$ cat config.mk
export PLATFORM = sky130hd
export DESIGN_NAME = saturn_decoder
export DESIGN_NICKNAME = d
export VERILOG_FILES = /design/src/saturn_dec_pkg.sv /design/src/imm_collector.sv /design/src/dec_sequencer.sv /design/src/saturn_decoder.sv
export SDC_FILE = /design/constraint.sdc
export NUM_CORES = 1
export LEC_CHECK = 0
export BUFFER_PORTS_ARGS = -buffer_cell sky130_fd_sc_hd__buf_2
export CORE_MARGIN = 2
export CORE_UTILIZATION = 48
export DETAILED_ROUTE_END_ITERATION = 6
export MAX_ROUTING_LAYER = met4
export PLACE_DENSITY_LB_ADDON = 0.15
export SYNTH_ARGS = -nofsm -noshare
export SYNTH_HDL_FRONTEND = slang
export SYNTH_HIERARCHICAL = 1
export SYNTH_SLANG_ARGS = --single-unit
$ cat constraint.sdc
create_clock -name i_clk -period 2.2 [get_ports i_clk]
set_clock_uncertainty 0.05 [all_clocks]
set_input_delay 0.22 -clock i_clk [delete_from_list [all_inputs] [get_ports i_clk]]
set_output_delay 0.22 -clock i_clk [all_outputs]
set_load 0.05 [all_outputs]
$ cat src/saturn_dec_pkg.sv
`default_nettype none

package saturn_dec_pkg;

  // one opcode or data nibble
  typedef logic [3:0] nibble_t;

  // program counter of 20 bits by architecture
  typedef logic [19:0] addr_t;

  // ALU operation code
  typedef logic [4:0] alu_op_t;

  // assembled immediate with nibble 0 in bits 3:0
  typedef logic [63:0] imm_t;

  // nibble count or write position up to 16
  typedef logic [4:0] imm_pos_t;

  // ALU operations used by the decoder
  localparam alu_op_t ALU_OP_ZERO     = 5'd0;
  localparam alu_op_t ALU_OP_COPY     = 5'd1;
  localparam alu_op_t ALU_OP_EXCH     = 5'd2;
  localparam alu_op_t ALU_OP_INC      = 5'd3;
  localparam alu_op_t ALU_OP_DEC      = 5'd4;

  // relative jumps with 2 or 3 offset nibbles
  localparam alu_op_t ALU_OP_JMP_REL2 = 5'd5;
  localparam alu_op_t ALU_OP_JMP_REL3 = 5'd6;

endpackage

`default_nettype wire

$ cat src/imm_collector.sv
`timescale 1ns/1ps
`default_nettype none

module imm_collector import saturn_dec_pkg::*; (
  input  wire      i_clk,
  input  wire      i_reset,
  input  wire      i_imm_start,
  input  imm_pos_t i_imm_count,
  input  wire      i_imm_take,
  input  nibble_t  i_nibble,
  output imm_t     o_mem_load,
  output imm_pos_t o_mem_pos,
  output logic     o_imm_last
);

  // number of nibbles expected for the current immediate
  imm_pos_t target_count;
  imm_pos_t next_pos;

  assign next_pos = o_mem_pos + 5'd1;

  // the nibble being taken now completes the immediate
  assign o_imm_last = (next_pos == target_count);

  always_ff @(posedge i_clk) begin
    if (i_reset) begin
      target_count <= '0;
      o_mem_pos    <= '0;
      o_mem_load   <= '0;
    end else begin
      if (i_imm_start) begin
        // new immediate restarts from nibble 0
        target_count <= i_imm_count;
        o_mem_pos    <= '0;
        o_mem_load   <= '0;
      end else if (i_imm_take) begin
        // little-nibble-first placement
        o_mem_load[o_mem_pos[3:0]*4 +: 4] <= i_nibble;
        o_mem_pos                         <= next_pos;
      end
    end
  end

endmodule

`default_nettype wire

$ cat src/dec_sequencer.sv
`timescale 1ns/1ps
`default_nettype none

module dec_sequencer import saturn_dec_pkg::*; (
  input  wire      i_clk,
  input  wire      i_reset,
  input  wire      i_en_dec,
  input  wire      i_stalled,
  input  addr_t    i_pc,
  input  nibble_t  i_nibble,
  input  wire      i_imm_last,

  // immediate collector control
  output logic     o_imm_start,
  output imm_pos_t o_imm_count,
  output logic     o_imm_take,

  // decoded instruction
  output addr_t    o_ins_addr,
  output logic     o_ins_decoded,
  output logic     o_dec_error,
  output alu_op_t  o_alu_op,
  output logic     o_ins_alu_op,
  output nibble_t  o_imm_value,

  // return and stack
  output logic     o_ins_rtn,
  output logic     o_push,
  output logic     o_pop,
  output logic     o_set_xm,
  output logic     o_en_intr,

  // carry handling
  output logic     o_set_carry,
  output logic     o_carry_val,
  output logic     o_test_carry,

  // hex / dec mode
  output logic     o_ins_set_mode,
  output logic     o_mode_dec
);

  typedef enum logic [2:0] {
    ST_FIRST,
    ST_BLOCK_0X,
    ST_BLOCK_2X,
    ST_BLOCK_3X,
    ST_COLLECT
  } dec_state_t;

  dec_state_t state;

  logic accept;
  logic first_acc;
  logic is_jump;

  // a nibble moves only when enabled and not stalled
  assign accept    = i_en_dec && !i_stalled;
  assign first_acc = accept && (state == ST_FIRST);

  // 4, 5, 6, 7 are the relative jumps
  assign is_jump   = (i_nibble[3:2] == 2'b01);

  assign o_imm_take  = accept && (state == ST_COLLECT);
  assign o_imm_start = (first_acc && is_jump) ||
                       (accept && (state == ST_BLOCK_3X));

  // 3n loads n+1 nibbles, 4/5 take 2 and 6/7 take 3
  always_comb begin
    if (state == ST_BLOCK_3X) begin
      o_imm_count = {1'b0, i_nibble} + 5'd1;
    end else if (i_nibble[1]) begin
      o_imm_count = 5'd3;
    end else begin
      o_imm_count = 5'd2;
    end
  end

  // instruction address and immediate nibble
  always_ff @(posedge i_clk) begin
    if (first_acc) begin
      o_ins_addr  <= i_pc;
      o_imm_value <= '0;
    end else if (accept && (state == ST_BLOCK_2X || state == ST_COLLECT)) begin
      o_imm_value <= i_nibble;
    end
  end

  always_ff @(posedge i_clk) begin
    if (i_reset) begin
      state          <= ST_FIRST;
      o_ins_decoded  <= 1'b0;
      o_dec_error    <= 1'b0;
      o_alu_op       <= ALU_OP_ZERO;
      o_ins_alu_op   <= 1'b0;
      o_ins_rtn      <= 1'b0;
      o_push         <= 1'b0;
      o_pop          <= 1'b0;
      o_set_xm       <= 1'b0;
      o_en_intr      <= 1'b0;
      o_set_carry    <= 1'b0;
      o_carry_val    <= 1'b0;
      o_test_carry   <= 1'b0;
      o_ins_set_mode <= 1'b0;
      o_mode_dec     <= 1'b0;
    end else begin
      // completion and error are single-cycle pulses
      o_ins_decoded <= 1'b0;
      o_dec_error   <= 1'b0;

      if (accept) begin
        case (state)
          ST_FIRST: begin
            // drop whatever the last instruction left behind
            o_alu_op       <= ALU_OP_ZERO;
            o_ins_alu_op   <= 1'b0;
            o_ins_rtn      <= 1'b0;
            o_push         <= 1'b0;
            o_pop          <= 1'b0;
            o_set_xm       <= 1'b0;
            o_en_intr      <= 1'b0;
            o_set_carry    <= 1'b0;
            o_carry_val    <= 1'b0;
            o_test_carry   <= 1'b0;
            o_ins_set_mode <= 1'b0;
            o_mode_dec     <= 1'b0;

            case (i_nibble)
              4'h0: state <= ST_BLOCK_0X;
              4'h2: state <= ST_BLOCK_2X;
              4'h3: state <= ST_BLOCK_3X;
              4'h4, 4'h5: begin
                // GOC / GONC jump when carry differs from nibble bit 0
                o_alu_op     <= ALU_OP_JMP_REL2;
                o_test_carry <= 1'b1;
                o_carry_val  <= !i_nibble[0];
                state        <= ST_COLLECT;
              end
              4'h6, 4'h7: begin
                // GOSUB also pushes the return address
                o_alu_op <= ALU_OP_JMP_REL3;
                o_push   <= i_nibble[0];
                state    <= ST_COLLECT;
              end
              default: o_dec_error <= 1'b1;
            endcase
          end

          ST_BLOCK_0X: begin
            case (i_nibble)
              4'h0, 4'h1, 4'h2, 4'h3, 4'hF: begin
                // RTNSXM, RTN, RTNSC, RTNCC, RTI
                o_ins_rtn   <= 1'b1;
                o_pop       <= 1'b1;
                o_set_xm    <= (i_nibble == 4'h0);
                o_set_carry <= !i_nibble[3] && i_nibble[1];
                o_carry_val <= !i_nibble[3] && i_nibble[1] && !i_nibble[0];
                o_en_intr   <= i_nibble[3];
              end
              4'h4, 4'h5: begin
                // SETHEX / SETDEC
                o_ins_set_mode <= 1'b1;
                o_mode_dec     <= i_nibble[0];
              end
              4'h6, 4'h7: begin
                // copies between return stack and C
                o_ins_alu_op <= 1'b1;
                o_alu_op     <= ALU_OP_COPY;
                o_push       <= !i_nibble[0];
                o_pop        <= i_nibble[0];
              end
              4'h8: begin
                o_ins_alu_op <= 1'b1;
                o_alu_op     <= ALU_OP_ZERO;
              end
              4'h9, 4'hA: begin
                o_ins_alu_op <= 1'b1;
                o_alu_op     <= ALU_OP_COPY;
              end
              4'hB: begin
                o_ins_alu_op <= 1'b1;
                o_alu_op     <= ALU_OP_EXCH;
              end
              4'hC, 4'hD: begin
                // P=P+1 / P=P-1
                o_ins_alu_op <= 1'b1;
                o_alu_op     <= i_nibble[0] ? ALU_OP_DEC : ALU_OP_INC;
              end
              default: begin
                // 0E is not supported here
                o_dec_error <= 1'b1;
              end
            endcase
            o_ins_decoded <= (i_nibble != 4'hE);
            state         <= ST_FIRST;
          end

          ST_BLOCK_2X: begin
            // P=n with the value on o_imm_value
            o_ins_alu_op  <= 1'b1;
            o_alu_op      <= ALU_OP_COPY;
            o_ins_decoded <= 1'b1;
            state         <= ST_FIRST;
          end

          ST_BLOCK_3X: begin
            // LC of n+1 nibbles through the collector
            o_ins_alu_op <= 1'b1;
            o_alu_op     <= ALU_OP_COPY;
            state        <= ST_COLLECT;
          end

          ST_COLLECT: begin
            o_ins_alu_op <= 1'b1;
            if (i_imm_last) begin
              o_ins_decoded <= 1'b1;
              state         <= ST_FIRST;
            end
          end

          default: state <= ST_FIRST;
        endcase
      end
    end
  end

endmodule

`default_nettype wire

$ cat src/saturn_decoder.sv
`timescale 1ns/1ps
`default_nettype none

module saturn_decoder import saturn_dec_pkg::*; (
  input  wire      i_clk,
  input  wire      i_reset,
  input  wire      i_en_dec,
  input  wire      i_stalled,
  input  addr_t    i_pc,
  input  nibble_t  i_nibble,

  output addr_t    o_ins_addr,
  output logic     o_ins_decoded,
  output logic     o_dec_error,
  output alu_op_t  o_alu_op,
  output logic     o_ins_alu_op,
  output nibble_t  o_imm_value,
  output imm_t     o_mem_load,
  output imm_pos_t o_mem_pos,
  output logic     o_ins_rtn,
  output logic     o_push,
  output logic     o_pop,
  output logic     o_set_xm,
  output logic     o_set_carry,
  output logic     o_carry_val,
  output logic     o_test_carry,
  output logic     o_en_intr,
  output logic     o_ins_set_mode,
  output logic     o_mode_dec
);

  // sequencer <-> collector handshake
  logic     imm_start;
  imm_pos_t imm_count;
  logic     imm_take;
  logic     imm_last;

  dec_sequencer u_sequencer (
    .i_clk          (i_clk),
    .i_reset        (i_reset),
    .i_en_dec       (i_en_dec),
    .i_stalled      (i_stalled),
    .i_pc           (i_pc),
    .i_nibble       (i_nibble),
    .i_imm_last     (imm_last),
    .o_imm_start    (imm_start),
    .o_imm_count    (imm_count),
    .o_imm_take     (imm_take),
    .o_ins_addr     (o_ins_addr),
    .o_ins_decoded  (o_ins_decoded),
    .o_dec_error    (o_dec_error),
    .o_alu_op       (o_alu_op),
    .o_ins_alu_op   (o_ins_alu_op),
    .o_imm_value    (o_imm_value),
    .o_ins_rtn      (o_ins_rtn),
    .o_push         (o_push),
    .o_pop          (o_pop),
    .o_set_xm       (o_set_xm),
    .o_en_intr      (o_en_intr),
    .o_set_carry    (o_set_carry),
    .o_carry_val    (o_carry_val),
    .o_test_carry   (o_test_carry),
    .o_ins_set_mode (o_ins_set_mode),
    .o_mode_dec     (o_mode_dec)
  );

  // immediate and jump offset assembly
  imm_collector u_collector (
    .i_clk       (i_clk),
    .i_reset     (i_reset),
    .i_imm_start (imm_start),
    .i_imm_count (imm_count),
    .i_imm_take  (imm_take),
    .i_nibble    (i_nibble),
    .o_mem_load  (o_mem_load),
    .o_mem_pos   (o_mem_pos),
    .o_imm_last  (imm_last)
  );

endmodule

`default_nettype wire

==> impl_metrics.prom, run 1 <==
# TYPE chip_impl_metric gauge
chip_impl_metric{name="num-fill-cells",unit=""} 917
chip_impl_metric{name="area_growth",unit="%"} 34.0
chip_impl_metric{name="multiInputGateArea",unit="um2"} 2800
chip_impl_metric{name="fin_hold_ws",unit="ns"} 0.108
chip_impl_info{name="endpoint_kind",value="flop"} 1
chip_impl_metric{name="port_buffers",unit=""} 136
chip_impl_metric{name="layout.nets",unit=""} 789
chip_impl_metric{name="finalHoldViolCount",unit=""} 0
chip_impl_metric{name="globalRoute.totalOverflow",unit=""} 0
chip_impl_info{name="grt_setup_unrepaired",value="no"} 1
chip_impl_metric{name="crit_path_max_incr_delay",unit="ns"} 0.50
chip_impl_metric{name="worst_setup_hold_path_clk_slew",unit="ns"} 0.06
chip_impl_metric{name="timing.critical_path.arrival",unit="ns"} 2.35
chip_impl_metric{name="die_h",unit="um"} 111
chip_impl_metric{name="synth_enable_flop_cells",unit=""} 20
chip_impl_metric{name="maximum_number_of_pins_on_one_net_before_global_route_repair",unit=""} 42
chip_impl_metric{name="coreArea",unit="um2"} 11300
chip_impl_metric{name="remaining_drc_errors",unit=""} 0
chip_impl_metric{name="crit_required",unit="ns"} 2.46
chip_impl_metric{name="maxSlewViolCount",unit=""} 0
chip_impl_metric{name="synthDistinctLibCells",unit=""} 70
chip_impl_metric{name="p_leak",unit="uW"} 0.00326
chip_impl_metric{name="post_synth_inst_count",unit=""} 571
chip_impl_info{name="tritoncts",value="done"} 1
chip_impl_info{name="critical_path.startpoint_type",value="flop"} 1
chip_impl_metric{name="antenna_cells",unit=""} 0
chip_impl_metric{name="route.antenna.remaining_nets",unit=""} 0
chip_impl_info{name="root_buffer",value="sky130_fd_sc_hd__clkbuf_16"} 1
chip_impl_metric{name="cell_area_after_technology_mapping",unit="um2"} 5510
chip_impl_metric{name="globalRouteMet3Util",unit="%"} 5.14
chip_impl_info{name="synth_top_cell_by_area",value="sky130_fd_sc_hd__dfxtp_1"} 1
chip_impl_metric{name="synth_sequential_area_ratio",unit="%"} 46.1
chip_impl_metric{name="max_cap_viol_count",unit=""} 0
chip_impl_metric{name="worst_skew_late_latency",unit="ns"} 0.42
chip_impl_info{name="critical_path.top_delay_family",value="simple AND/OR/NAND/NOR gates"} 1
chip_impl_metric{name="period_needed",unit="ns"} 2.09
chip_impl_info{name="run_status",value="finished clean"} 1
chip_impl_metric{name="clk_sink_count",unit=""} 117
chip_impl_metric{name="dp_hpwl",unit="mm"} 10.4
chip_impl_info{name="class_of_the_worst_hold_path",value="in -> reg"} 1
chip_impl_metric{name="clock_tree.htree_level_count",unit=""} 4
chip_impl_metric{name="layoutNonFillerInstCount",unit=""} 910
chip_impl_metric{name="synthesis.yosys.warnings",unit=""} 6
chip_impl_metric{name="detailedRoute.firstIterationViolations",unit=""} 271
chip_impl_metric{name="groute.layer.met1.usage",unit="%"} 31.4
chip_impl_info{name="critical_path.slowest_cell",value="sky130_fd_sc_hd__or3_2"} 1
chip_impl_metric{name="top_level_ports",unit=""} 139
chip_impl_metric{name="numCtsBuffers",unit=""} 17
chip_impl_metric{name="starting_density_of_the_core",unit="%"} 48.7
chip_impl_metric{name="firstDrtPassIters",unit=""} 5
chip_impl_info{name="ys_top_cells_by_area",value="sky130_fd_sc_hd__dfxtp_1 (35%), sky130_fd_sc_hd__mux2i_1 (12%), sky130_fd_sc_hd__edfxtp_1 (11%), sky130_fd_sc_hd__nand2_1 (7.2%), sky130_fd_sc_hd__nor2_1 (2.7%)"} 1
chip_impl_metric{name="grt_pass1_wl",unit="mm"} 24.2
chip_impl_metric{name="gp_congestion",unit=""} 0.881
chip_impl_metric{name="critical_path_buf_inv_count",unit=""} 2
chip_impl_metric{name="grt_pass1_vias",unit=""} 4755
chip_impl_metric{name="vdd_ir_drop_max",unit="mV"} 0.587
chip_impl_metric{name="totalWireLength",unit="mm"} 15.0
chip_impl_metric{name="routed-via-count",unit=""} 4884
chip_impl_metric{name="synth_top_cell_area_share",unit="%"} 35.2
chip_impl_metric{name="die_area",unit="um2"} 12400
chip_impl_info{name="ys_dominant_reg_cell",value="sky130_fd_sc_hd__dfxtp_1"} 1
chip_impl_metric{name="clock.fmax",unit="GHz"} 0.479
chip_impl_metric{name="die_width",unit="um"} 111
chip_impl_metric{name="syn-mean-instance-area",unit="um2"} 9.65
chip_impl_info{name="grt-busiest-layer",value="met2"} 1
chip_impl_metric{name="seq_area",unit="um2"} 2560
chip_impl_metric{name="ctsLongestPathBuffers",unit=""} 2
chip_impl_info{name="timing.setup.critical_path_class",value="reg -> reg"} 1
chip_impl_metric{name="floorplan.rows",unit=""} 39
chip_impl_metric{name="gr-usage-met2",unit="%"} 39.0
chip_impl_metric{name="antenna_found_initial",unit=""} 0
chip_impl_metric{name="via_per_inst",unit=""} 5.37
chip_impl_info{name="worstPathCellList",value="inv_2 > ha_4 > or3_2 > a2111oi_4 > buf_4 > mux2i_1 > nor2_1"} 1
chip_impl_metric{name="tightestPinTransition",unit="ns"} 0.818
chip_impl_metric{name="finalCritPeriodShare",unit="%"} 94.9
chip_impl_metric{name="post_route_cells_drive_above_1_share",unit="%"} 33.5
chip_impl_metric{name="global_route.usage.total",unit="%"} 24.9
chip_impl_metric{name="synth-async-reset-ratio",unit="%"} 0
chip_impl_metric{name="cell_count_post_placement",unit=""} 853
chip_impl_metric{name="timing.max_slew.rel_slack",unit="%"} 45.4
chip_impl_metric{name="post_drt_wl_per_cell",unit="um"} 16.5
chip_impl_metric{name="power.density_cell_area",unit="nW/um2"} 736
chip_impl_metric{name="report.final.setup_viol",unit=""} 0
chip_impl_metric{name="synth_seq_cells",unit=""} 117
chip_impl_metric{name="worstPathMaxFanout",unit=""} 5
[power by group]
group          leakage [uW]  internal, uW  switching (uW)
logic               0.00199           165             327
registers          0.000972          2210            11.5
clock network      0.000296          1720            1000
total               0.00326          4100            1340
[state kept, by name, indices dropped and copies added, names as in the netlist]
register	flops
u_sequencer/o_dec_error	1
u_sequencer/o_ins_alu_op	1
u_sequencer/o_test_carry	1
u_sequencer/o_set_xm	1
u_sequencer/o_ins_decoded	1
u_sequencer/o_alu_op	3
u_sequencer/o_ins_set_mode	1
u_collector/o_mem_pos	5
u_collector/o_mem_load	64
u_sequencer/o_ins_addr	20
u_collector/target_count	5
u_sequencer/o_en_intr	1
u_sequencer/o_carry_val	1
u_sequencer/o_imm_value	4
u_sequencer/o_set_carry	1
u_sequencer/o_push	1
u_sequencer/o_ins_rtn	1
u_sequencer/state	3
u_sequencer/o_mode_dec	1
u_sequencer/o_pop	1
[cells in the mapped netlist (2+ instances only)]
library cell / instances
sky130_fd_sc_hd__nor4bb_1: 2
sky130_fd_sc_hd__o21ai_0: 13
sky130_fd_sc_hd__nor2b_1: 7
sky130_fd_sc_hd__nand4_1: 5
sky130_fd_sc_hd__clkbuf_1: 20
sky130_fd_sc_hd__buf_4: 4
sky130_fd_sc_hd__and3_1: 5
sky130_fd_sc_hd__nand3b_1: 2
sky130_fd_sc_hd__nand2_1: 106
sky130_fd_sc_hd__nor3_1: 9
sky130_fd_sc_hd__o211a_1: 2
sky130_fd_sc_hd__a2111oi_4: 3
sky130_fd_sc_hd__nor4_1: 2
sky130_fd_sc_hd__a22o_1: 4
sky130_fd_sc_hd__buf_6: 4
sky130_fd_sc_hd__o211ai_1: 2
sky130_fd_sc_hd__or4b_4: 2
sky130_fd_sc_hd__xor2_1: 7
sky130_fd_sc_hd__and2_1: 2
sky130_fd_sc_hd__a31oi_1: 4
sky130_fd_sc_hd__nor2_1: 39
sky130_fd_sc_hd__nor3_4: 2
sky130_fd_sc_hd__nor4b_1: 3
sky130_fd_sc_hd__clkbuf_2: 2
sky130_fd_sc_hd__a211oi_1: 2
sky130_fd_sc_hd__buf_2: 9
sky130_fd_sc_hd__xnor2_1: 10
sky130_fd_sc_hd__nand3_1: 25
sky130_fd_sc_hd__edfxtp_1: 20
sky130_fd_sc_hd__or2_2: 3
sky130_fd_sc_hd__nand2b_1: 6
sky130_fd_sc_hd__nor3b_1: 6
sky130_fd_sc_hd__a21boi_0: 3
sky130_fd_sc_hd__ha_1: 7
sky130_fd_sc_hd__or3_1: 3
sky130_fd_sc_hd__o21a_1: 3
sky130_fd_sc_hd__a21oi_1: 21
sky130_fd_sc_hd__dfxtp_1: 97
sky130_fd_sc_hd__inv_1: 7
sky130_fd_sc_hd__mux2i_1: 68
[metal layers]
layer / wire, um / vias up / part of all wire, %
met1: 6710 / 2298 / 45
met3: 939 / 28 / 6.3
met4: 341 / 0 / 2.3
li1: - / 2367 / -
met5: 0 / - / 0
met2: 7020 / 191 / 47
[metrics by stage]
| stage | power [uW] | setup TNS [ns] | area [um2] | setup slack, ns | utilization, % |
|---|---|---|---|---|---|
| 2_1_floorplan | 2570 | 0 | 5550 | 0.0148 | - |
| 3_3_place_gp | 2720 | 0 | 6530 | 0.0562 | 57.7 |
| 3_5_place_dp | 2720 | -0.0261 | 6530 | -0.00802 | 57.7 |
| 4_1_cts | 5460 | 0 | 7330 | 0.0292 | 64.7 |
| 5_1_grt | 5610 | 0 | 7390 | 0.0134 | 65.3 |
| 6_report | 5440 | 0 | 7390 | 0.113 | 65.3 |
[area by class of cell]
type	instances	area share (%)
multi-input combinational	409	37.8
clock buffer	22	6.76
sequential	117	34.6
inverter	7	0.356
tap	143	2.42
timing repair buffer	202	16.8
clock inverter	10	1.24
[kinds of logic after synthesis]
| logic type | synth area share, % |
|---|---|
| compound gates | 10.1 |
| mux | 12.6 |
| fa+ha+maj | 1.59 |
| buf+inv | 4.27 |
| flops | 46.1 |
| simple gates | 22.1 |
| xor+xnor | 3.20 |
| other cells | 0.0680 |
[worst register-to-register path: cells and delay by family, from the launching register on]
kind	cells	cell delay, ns
AND/OR/NAND/NOR	2	0.55
flip-flops	1	0.35
AO/OA/AOI/OAI	1	0.32
buffers and inverters	2	0.30
adder cells (fa/ha/maj)	1	0.23
multiplexers	1	0.19
[final timing paths]
path	slack (ns)	to	cells after the start	start
setup / recovery	0.11	u_collector/o_mem_load[18]	7	u_collector/o_mem_pos[0]
setup reg to reg	0.11	u_collector/o_mem_load[18]	7	u_collector/o_mem_pos[0]
hold reg to reg	0.40	u_collector/o_mem_load[58]	2	u_collector/o_mem_load[58]
hold / removal	0.11	u_collector/o_mem_load[20]	3	i_nibble[0]
[repair_timing]
action                     in CTS  in global routing
cloned                          0                  1
pin swaps                       1                  3
setup endpoints to repair       4                 39
resized for setup               0                  7
hold endpoints to repair       20                  0
setup buffers                   1                  3
hold buffers                   20                  0
[placed cells by master, fill, tap and decap left out, drive strengths merged, types with 3 or more instances in the layout]
master,n
nand3,25
o21ai,14
buf,182
xnor2,10
a21oi,23
inv,11
dfxtp,97
nor2,41
dlygate4sd3,20
nand2,106
or3,4
clkinv,4
and3,5
nand2b,6
nor4b,4
a21boi,4
xor2,8
a2111oi,5
a31oi,4
edfxtp,20
a211oi,3
ha,7
a22o,4
o21a,3
nor3b,7
nor3,11
clkbuf,22
nor2b,7
mux2i,68
nand4,5
or2,3
Note: power is estimated with default switching activity, not from simulation.
==> run 2, diff against run 1 <==
--- a/config.mk
+++ b/config.mk
@@ -7,11 +7,10 @@
 export LEC_CHECK = 0
 export BUFFER_PORTS_ARGS = -buffer_cell sky130_fd_sc_hd__buf_2
 export CORE_MARGIN = 2
-export CORE_UTILIZATION = 48
+export CORE_UTILIZATION = 47
 export DETAILED_ROUTE_END_ITERATION = 6
 export MAX_ROUTING_LAYER = met4
 export PLACE_DENSITY_LB_ADDON = 0.15
 export SYNTH_ARGS = -nofsm -noshare
 export SYNTH_HDL_FRONTEND = slang
-export SYNTH_HIERARCHICAL = 1
 export SYNTH_SLANG_ARGS = --single-unit
==> run 2 against run 1 <==
Net effect: cell area down 4.9%; sequential power is essentially flat; critical path depth did not move; count of clock-buffer cells in the layout is 3 higher; largest cell class is now registers.
==> impl_metrics.prom, run 2 <==
# TYPE chip_impl_metric gauge
chip_impl_metric{name="coreArea",unit="um2"} 10700
chip_impl_metric{name="period_needed",unit="ns"} 2.08
chip_impl_metric{name="synth-async-reset-ratio",unit="%"} 0
chip_impl_metric{name="post_drt_wl_per_cell",unit="um"} 15.4
chip_impl_info{name="synth_top_cells_by_count",value="sky130_fd_sc_hd__dfxtp_1 (97), sky130_fd_sc_hd__nor2_1 (68), sky130_fd_sc_hd__nand2_1 (44)"} 1
chip_impl_metric{name="cell_count_post_placement",unit=""} 819
chip_impl_metric{name="via_per_inst",unit=""} 5.29
chip_impl_metric{name="detailed_place.area",unit="um2"} 6190
chip_impl_metric{name="timing.critical_path.arrival",unit="ns"} 2.49
chip_impl_metric{name="tightestPinTransition",unit="ns"} 0.564
chip_impl_metric{name="crit_required",unit="ns"} 2.61
chip_impl_metric{name="worst_skew_late_latency",unit="ns"} 0.51
chip_impl_info{name="run_status",value="finished clean"} 1
chip_impl_info{name="timing.setup.critical_path_class",value="reg -> reg"} 1
chip_impl_metric{name="worst_setup_hold_path_clk_slew",unit="ns"} 0.06
chip_impl_info{name="critical_path.slowest_cell",value="sky130_fd_sc_hd__a2111oi_1"} 1
chip_impl_metric{name="floorplan.rows",unit=""} 38
chip_impl_metric{name="routed-via-count",unit=""} 4633
chip_impl_metric{name="synth_enable_flop_cells",unit=""} 20
chip_impl_metric{name="crit_path_max_incr_delay",unit="ns"} 0.57
chip_impl_info{name="class_of_the_worst_hold_path",value="in -> reg"} 1
chip_impl_info{name="root_buffer",value="sky130_fd_sc_hd__clkbuf_8"} 1
chip_impl_metric{name="number_of_flip_flops_in_the_largest_register",unit=""} 64
chip_impl_metric{name="grt_pass1_wl",unit="mm"} 21.5
chip_impl_metric{name="clock.fmax",unit="GHz"} 0.481
chip_impl_info{name="layout.cells.most_common",value="sky130_fd_sc_hd__buf_2"} 1
chip_impl_info{name="tritoncts",value="done"} 1
chip_impl_metric{name="grt_pass1_vias",unit=""} 4407
chip_impl_metric{name="synth_top_cell_area_share",unit="%"} 38.0
chip_impl_info{name="worstPathCellList",value="buf_4 > nor3b_2 > nand3_1 > nor2_1 > a31oi_1 > a2111oi_1 > buf_4"} 1
chip_impl_metric{name="layout.nets",unit=""} 757
chip_impl_metric{name="post_route_cells_drive_above_1_share",unit="%"} 33.2
chip_impl_metric{name="maxSlewViolCount",unit=""} 0
chip_impl_metric{name="layoutNonFillerInstCount",unit=""} 875
chip_impl_info{name="synthMostInstantiatedCell",value="sky130_fd_sc_hd__dfxtp_1"} 1
chip_impl_metric{name="post_synth_inst_count",unit=""} 539
chip_impl_metric{name="timing.max_slew.rel_slack",unit="%"} 62.3
chip_impl_metric{name="maximum_number_of_pins_on_one_net_before_global_route_repair",unit=""} 38
chip_impl_info{name="largest_registers",value="u_collector.o_mem_load: 64 flops, u_sequencer.o_ins_addr: 20 flops"} 1
chip_impl_info{name="critical_path.startpoint_type",value="flop"} 1
chip_impl_metric{name="finalHoldViolCount",unit=""} 0
chip_impl_metric{name="cell_area_after_technology_mapping",unit="um2"} 5110
chip_impl_metric{name="die_area",unit="um2"} 11700
chip_impl_metric{name="starting_density_of_the_core",unit="%"} 47.7
chip_impl_metric{name="global_route.usage.total",unit="%"} 24.3
chip_impl_metric{name="synth_sequential_area_ratio",unit="%"} 49.8
chip_impl_metric{name="postLayoutSetupSlackWorst",unit="ns"} 0.121
chip_impl_metric{name="stdcell_area",unit="um2"} 7030
chip_impl_metric{name="route.antenna.remaining_nets",unit=""} 0
chip_impl_info{name="critical_path.top_delay_family",value="compound AO/OA/AOI/OAI gates"} 1
chip_impl_metric{name="area_growth",unit="%"} 37.6
chip_impl_metric{name="firstDrtPassIters",unit=""} 5
chip_impl_metric{name="report.final.setup_viol",unit=""} 0
chip_impl_info{name="mostFrequentLayoutCells",value="sky130_fd_sc_hd__buf_2 (136), sky130_fd_sc_hd__dfxtp_1 (93), sky130_fd_sc_hd__nor2_1 (65)"} 1
chip_impl_metric{name="clk_sink_count",unit=""} 117
chip_impl_metric{name="die_width",unit="um"} 108
chip_impl_info{name="ys_dominant_reg_cell",value="sky130_fd_sc_hd__dfxtp_1"} 1
chip_impl_metric{name="ctsLongestPathBuffers",unit=""} 2
chip_impl_metric{name="port_buffers",unit=""} 136
chip_impl_metric{name="power.density_cell_area",unit="nW/um2"} 770
chip_impl_metric{name="max_cap_viol_count",unit=""} 0
chip_impl_metric{name="synthesis.yosys.warnings",unit=""} 0
chip_impl_metric{name="vdd_ir_drop_max",unit="mV"} 0.457
chip_impl_info{name="cell_occurring_most_often_along_the_worst_timing_path",value="sky130_fd_sc_hd__buf_4"} 1
chip_impl_metric{name="dp_hpwl",unit="mm"} 9.63
chip_impl_metric{name="detailedRoute.firstIterationViolations",unit=""} 273
chip_impl_info{name="grt_setup_unrepaired",value="no"} 1
chip_impl_metric{name="totalWireLength",unit="mm"} 13.5
chip_impl_metric{name="critical_path_buf_inv_count",unit=""} 2
chip_impl_metric{name="finalCritPeriodShare",unit="%"} 94.5
chip_impl_metric{name="die_h",unit="um"} 108
chip_impl_metric{name="worstPathMaxFanout",unit=""} 10
chip_impl_metric{name="synthDistinctLibCells",unit=""} 63
chip_impl_metric{name="clock_tree.htree_level_count",unit=""} 4
chip_impl_metric{name="globalRoute.totalOverflow",unit=""} 0
chip_impl_info{name="synth_top_cell_by_area",value="sky130_fd_sc_hd__dfxtp_1"} 1
chip_impl_metric{name="pre_cts_ws",unit="ns"} -0.155
chip_impl_metric{name="gp_congestion",unit=""} 0.887
chip_impl_metric{name="remaining_drc_errors",unit=""} 0
chip_impl_metric{name="p_leak",unit="uW"} 0.00307
chip_impl_info{name="ys_top_cells_by_area",value="sky130_fd_sc_hd__dfxtp_1 (38%), sky130_fd_sc_hd__edfxtp_1 (12%), sky130_fd_sc_hd__mux2i_1 (7.4%), sky130_fd_sc_hd__nor2_1 (5.0%), sky130_fd_sc_hd__nand3_1 (4.1%)"} 1
chip_impl_info{name="registers.top_by_ff_count",value="u_collector.o_mem_load"} 1
chip_impl_info{name="endpoint_kind",value="flop"} 1
chip_impl_metric{name="num-fill-cells",unit=""} 891
chip_impl_metric{name="post-route-util",unit="%"} 65.7
chip_impl_metric{name="syn-mean-instance-area",unit="um2"} 9.47
chip_impl_metric{name="synth_seq_cells",unit=""} 117
chip_impl_metric{name="top_level_ports",unit=""} 139
chip_impl_metric{name="antenna_cells",unit=""} 0
chip_impl_metric{name="numCtsBuffers",unit=""} 17
chip_impl_metric{name="antenna_found_initial",unit=""} 0
==> run 2: cell types whose count changed in the layout (fill, tap and decap cells not counted), moves of 5 or more <==
cell and delta:
sky130_fd_sc_hd__a21oi_1 -5, sky130_fd_sc_hd__inv_1 +5, sky130_fd_sc_hd__mux2i_1 -30, sky130_fd_sc_hd__nand2_1 -61, sky130_fd_sc_hd__nand3_1 +16, sky130_fd_sc_hd__nor2_1 +27
sky130_fd_sc_hd__o21ai_0 +15, sky130_fd_sc_hd__o21ai_1 +10
==> run 2: worst reg2reg max path, stage by stage, from the launching register on <==
cell and delay, ns:
sky130_fd_sc_hd__dfxtp_1 0.38, sky130_fd_sc_hd__buf_4 0.19, sky130_fd_sc_hd__nor3b_2 0.26, sky130_fd_sc_hd__nand3_1 0.10, sky130_fd_sc_hd__nor2_1 0.17, sky130_fd_sc_hd__a31oi_1 0.12
sky130_fd_sc_hd__a2111oi_1 0.57, sky130_fd_sc_hd__buf_4 0.20
==> run 2: worst paths after layout <==
check                   startpoint                      end  slack (ns)  depth (start not counted)
min                        i_reset  u_sequencer.o_set_carry        0.08                          2
min reg2reg  u_sequencer.o_en_intr    u_sequencer.o_en_intr        0.41                          2
max           u_sequencer.state[0]  u_sequencer.o_dec_error        0.12                          7
max reg2reg   u_sequencer.state[0]  u_sequencer.o_dec_error        0.12                          7
==> run 2: layout make-up <==
class / count / area (um2) / area share (%)
multi-input cells: 370 / 2410 / 34.3
well taps: 140 / 175 / 2.49
clock buffers: 25 / 507 / 7.21
repair buffers: 204 / 1270 / 18.0
inverters: 12 / 47.5 / 0.677
flip-flops and latches: 117 / 2550 / 36.3
clock inverters: 7 / 68.8 / 0.979
==> run 2: what timing repair did <==
item                                    CTS  global route
buffers inserted                          0             4
gates resized for setup                   1             6
hold endpoints to repair                 20             0
pin swaps                                 0             5
endpoints found under the setup margin    2            37
hold buffers                             20             0
==> run 2: cells by family after synthesis <==
group,Yosys count,share of synthesized area [%]
buffers and inverters,53,4.97
xor gates and xnor gates,13,2.23
AOI/OAI and AO/OA,94,12.0
muxes,39,7.67
and+or+nand+nor,215,21.5
other,1,0.0734
DFF,117,49.8
adders and majority gates,7,1.72
==> run 2: layer usage <==
| layer | global-route usage [%] | wire length (um) |
|---|---|---|
| met5 | - | 0 |
| met4 | 8.79 | 242 |
| met3 | 5.85 | 733 |
| met2 | 37.6 | 6560 |
| met1 | 31.1 | 5920 |
==> run 2: power by group <==
part | internal, uW | switching (uW) | leakage, uW
Clock | 1690 | 924 | 0.000278
Combinational | 185 | 375 | 0.00182
Sequential | 2220 | 17.9 | 0.000972
Total | 4100 | 1320 | 0.00307
==> run 2: stage by stage <==
stage | hold WS [ns] | setup TNS, ns | total power [uW]
CTS | 0.0672 | 0 | 5450
global route | 0.0920 | 0 | 5610
global placement | 0.346 | -0.120 | 2810
floorplan | 0.269 | -1.08 | 2660
detailed placement | 0.348 | -0.155 | 2810
finish | 0.0767 | 0 | 5410
==> run 3, diff against run 2 <==
--- a/config.mk
+++ b/config.mk
@@ -7,7 +7,7 @@
 export LEC_CHECK = 0
 export BUFFER_PORTS_ARGS = -buffer_cell sky130_fd_sc_hd__buf_2
 export CORE_MARGIN = 2
-export CORE_UTILIZATION = 47
+export CORE_UTILIZATION = 52
 export DETAILED_ROUTE_END_ITERATION = 6
 export MAX_ROUTING_LAYER = met4
 export PLACE_DENSITY_LB_ADDON = 0.15
==> constraint.sdc (replaced) <==
create_clock -name i_clk -period 2.7 [get_ports i_clk]
set_clock_uncertainty 0.05 [all_clocks]
set_input_delay 0.27 -clock i_clk [delete_from_list [all_inputs] [get_ports i_clk]]
set_output_delay 0.27 -clock i_clk [all_outputs]
set_load 0.05 [all_outputs]
==> run 3 against run 2 <==
Net effect: hold slack better by 0.055 ns; cell area down 4.8%; clock power down 22%; via count down 0.95%; non-clock buffer count down 24; sequential power down 18%; routed wire length up 0.73%; final cell count down 3.5%; total power down 21%; die area down 9.3%; register-to-register slack better by 0.16 ns; global-route usage up 2.4 points; critical path type unchanged.
==> impl_metrics.prom, run 3 (same netlist as run 2, synthesis figures left out) <==
# TYPE chip_impl_metric gauge
chip_impl_info{name="run_status",value="finished clean"} 1
chip_impl_metric{name="worst_skew_late_latency",unit="ns"} 0.51
chip_impl_info{name="layout.cells.most_common",value="sky130_fd_sc_hd__buf_2"} 1
chip_impl_metric{name="total_power",unit="uW"} 4290
chip_impl_metric{name="global_route.usage.total",unit="%"} 26.7
chip_impl_metric{name="antenna_found_initial",unit=""} 0
chip_impl_info{name="registers.top_by_ff_count",value="u_collector.o_mem_load"} 1
chip_impl_metric{name="worst_setup_hold_path_clk_slew",unit="ns"} 0.05
chip_impl_metric{name="finalCritPeriodShare",unit="%"} 89.5
chip_impl_metric{name="vdd_ir_drop_max",unit="mV"} 0.398
chip_impl_metric{name="r2r_setup_slack",unit="ns"} 0.28
chip_impl_metric{name="die_h",unit="um"} 103
chip_impl_metric{name="post_route_cells_drive_above_1_share",unit="%"} 28.8
chip_impl_info{name="endpoint_kind",value="flop"} 1
chip_impl_info{name="timing.setup.critical_path_class",value="reg -> reg"} 1
chip_impl_metric{name="numCtsBuffers",unit=""} 17
chip_impl_metric{name="p_leak",unit="uW"} 0.00291
chip_impl_metric{name="area_growth",unit="%"} 31.0
chip_impl_metric{name="timing.max_slew.rel_slack",unit="%"} 54.2
chip_impl_metric{name="setup_fix_buffers_added_after_clock_tree_synthesis",unit=""} 0
chip_impl_metric{name="clock.fmax",unit="GHz"} 0.414
chip_impl_metric{name="maximum_number_of_pins_on_one_net_before_global_route_repair",unit=""} 38
chip_impl_metric{name="layout.nets",unit=""} 733
chip_impl_info{name="class_of_the_worst_hold_path",value="in -> reg"} 1
chip_impl_metric{name="firstDrtPassIters",unit=""} 5
chip_impl_metric{name="period_needed",unit="ns"} 2.42
chip_impl_metric{name="detailedRoute.firstIterationViolations",unit=""} 330
chip_impl_info{name="critical_path.startpoint_type",value="flop"} 1
chip_impl_metric{name="grt_pass1_vias",unit=""} 4216
chip_impl_metric{name="coreArea",unit="um2"} 9640
chip_impl_metric{name="postLayoutSetupSlackWorst",unit="ns"} 0.283
chip_impl_metric{name="crit_required",unit="ns"} 3.04
chip_impl_metric{name="clk_sink_count",unit=""} 117
chip_impl_metric{name="detailed_place.area",unit="um2"} 5950
chip_impl_metric{name="number_of_flip_flops_in_the_largest_register",unit=""} 64
chip_impl_metric{name="power.density_cell_area",unit="nW/um2"} 641
chip_impl_metric{name="globalRoute.totalOverflow",unit=""} 0
chip_impl_metric{name="die_area",unit="um2"} 10600
chip_impl_metric{name="gp_congestion",unit=""} 0.945
chip_impl_metric{name="routed-via-count",unit=""} 4589
chip_impl_info{name="mostFrequentLayoutCells",value="sky130_fd_sc_hd__buf_2 (136), sky130_fd_sc_hd__dfxtp_1 (96), sky130_fd_sc_hd__nor2_1 (68)"} 1
chip_impl_metric{name="starting_density_of_the_core",unit="%"} 53.0
chip_impl_metric{name="route.antenna.remaining_nets",unit=""} 0
chip_impl_metric{name="port_buffers",unit=""} 136
chip_impl_metric{name="totalWireLength",unit="mm"} 13.6
chip_impl_metric{name="stdcell_area",unit="um2"} 6690
chip_impl_metric{name="tightestPinTransition",unit="ns"} 0.684
chip_impl_metric{name="timing.critical_path.arrival",unit="ns"} 2.76
chip_impl_metric{name="grt_pass1_wl",unit="mm"} 21.1
chip_impl_metric{name="die_width",unit="um"} 103
chip_impl_info{name="largest_registers",value="u_collector.o_mem_load: 64 flops, u_sequencer.o_ins_addr: 20 flops"} 1
chip_impl_metric{name="finalHoldViolCount",unit=""} 0
chip_impl_metric{name="report.final.setup_viol",unit=""} 0
chip_impl_info{name="root_buffer",value="sky130_fd_sc_hd__clkbuf_8"} 1
chip_impl_metric{name="post_drt_wl_per_cell",unit="um"} 16.1
chip_impl_metric{name="ctsLongestPathBuffers",unit=""} 2
chip_impl_metric{name="maxSlewViolCount",unit=""} 0
chip_impl_metric{name="via_per_inst",unit=""} 5.44
chip_impl_metric{name="remaining_drc_errors",unit=""} 0
chip_impl_info{name="grt_setup_unrepaired",value="no"} 1
chip_impl_metric{name="worstPathMaxFanout",unit=""} 9
chip_impl_metric{name="top_level_ports",unit=""} 139
chip_impl_metric{name="floorplan.rows",unit=""} 36
chip_impl_metric{name="max_cap_viol_count",unit=""} 0
chip_impl_metric{name="antenna_cells",unit=""} 0
chip_impl_metric{name="dp_hpwl",unit="mm"} 9.25
chip_impl_metric{name="pre_cts_ws",unit="ns"} 0.341
chip_impl_metric{name="fin_setup_tns",unit="ns"} 0
chip_impl_metric{name="clock_tree.htree_level_count",unit=""} 4
chip_impl_info{name="tritoncts",value="done"} 1
run 3: timing repair:
action                                 CTS  global route
setup endpoints to repair                0             0
hold buffers                            20             0
endpoints found under the hold margin   20             0
gates resized for setup                  0             0
run 3: worst paths after layout:
kind	startpoint	endpoint	cells past startpoint
min	i_nibble[0]	u_sequencer.o_imm_value[0]	4
max	u_collector.o_mem_pos[1]	u_collector.o_mem_load[60]	8
min reg2reg	u_collector.o_mem_load[1]	u_collector.o_mem_load[1]	2
max reg2reg	u_collector.o_mem_pos[1]	u_collector.o_mem_load[60]	8
run 3: worst max-delay path, cell delays in order (launching register included):
cell and delay (ns):
sky130_fd_sc_hd__dfxtp_1 0.49, sky130_fd_sc_hd__inv_1 0.08, sky130_fd_sc_hd__ha_1 0.38, sky130_fd_sc_hd__buf_4 0.20, sky130_fd_sc_hd__buf_4 0.14, sky130_fd_sc_hd__nor2_1 0.34
sky130_fd_sc_hd__nand3_1 0.34, sky130_fd_sc_hd__nand3_1 0.17, sky130_fd_sc_hd__o21ai_0 0.09
run 3: power by group:
| group | leakage, uW | internal, uW | switching, uW | total [uW] |
|---|---|---|---|---|
| combinational | 0.00167 | 130 | 293 | 423 |
| clock | 0.000265 | 1290 | 742 | 2030 |
| sequential | 0.000970 | 1810 | 20.7 | 1830 |
run 3: cell type report:
cell class	instances	area, um2
flip-flops and latches	117	2540
fillers	748	2950
inverters	12	45.0
clock inverters	12	113
multi-input cells	370	2330
clock buffers	20	425
repair buffers	180	1060
well taps	133	166
run 3: through the flow:
stage | hold slack, ns | utilization [%] | instances
final | 0.131 | 69.4 | 844
after global routing | 0.141 | 69.4 | 844
after CTS | 0.115 | 69.4 | 844
after detailed placement | 0.396 | 61.7 | 792
after global placement | 0.390 | 61.7 | 792
after floorplan | 0.319 | - | 540
run 3: per-layer routing:
metal | global-route usage (%) | vias to the layer above | wire, um
li1 | - | 2233 | -
met3 | 6.37 | 18 | 1090
met2 | 40.7 | 210 | 6270
met4 | 9.21 | 0 | 180
met1 | 35.0 | 2128 | 6020
met5 | - | - | 0
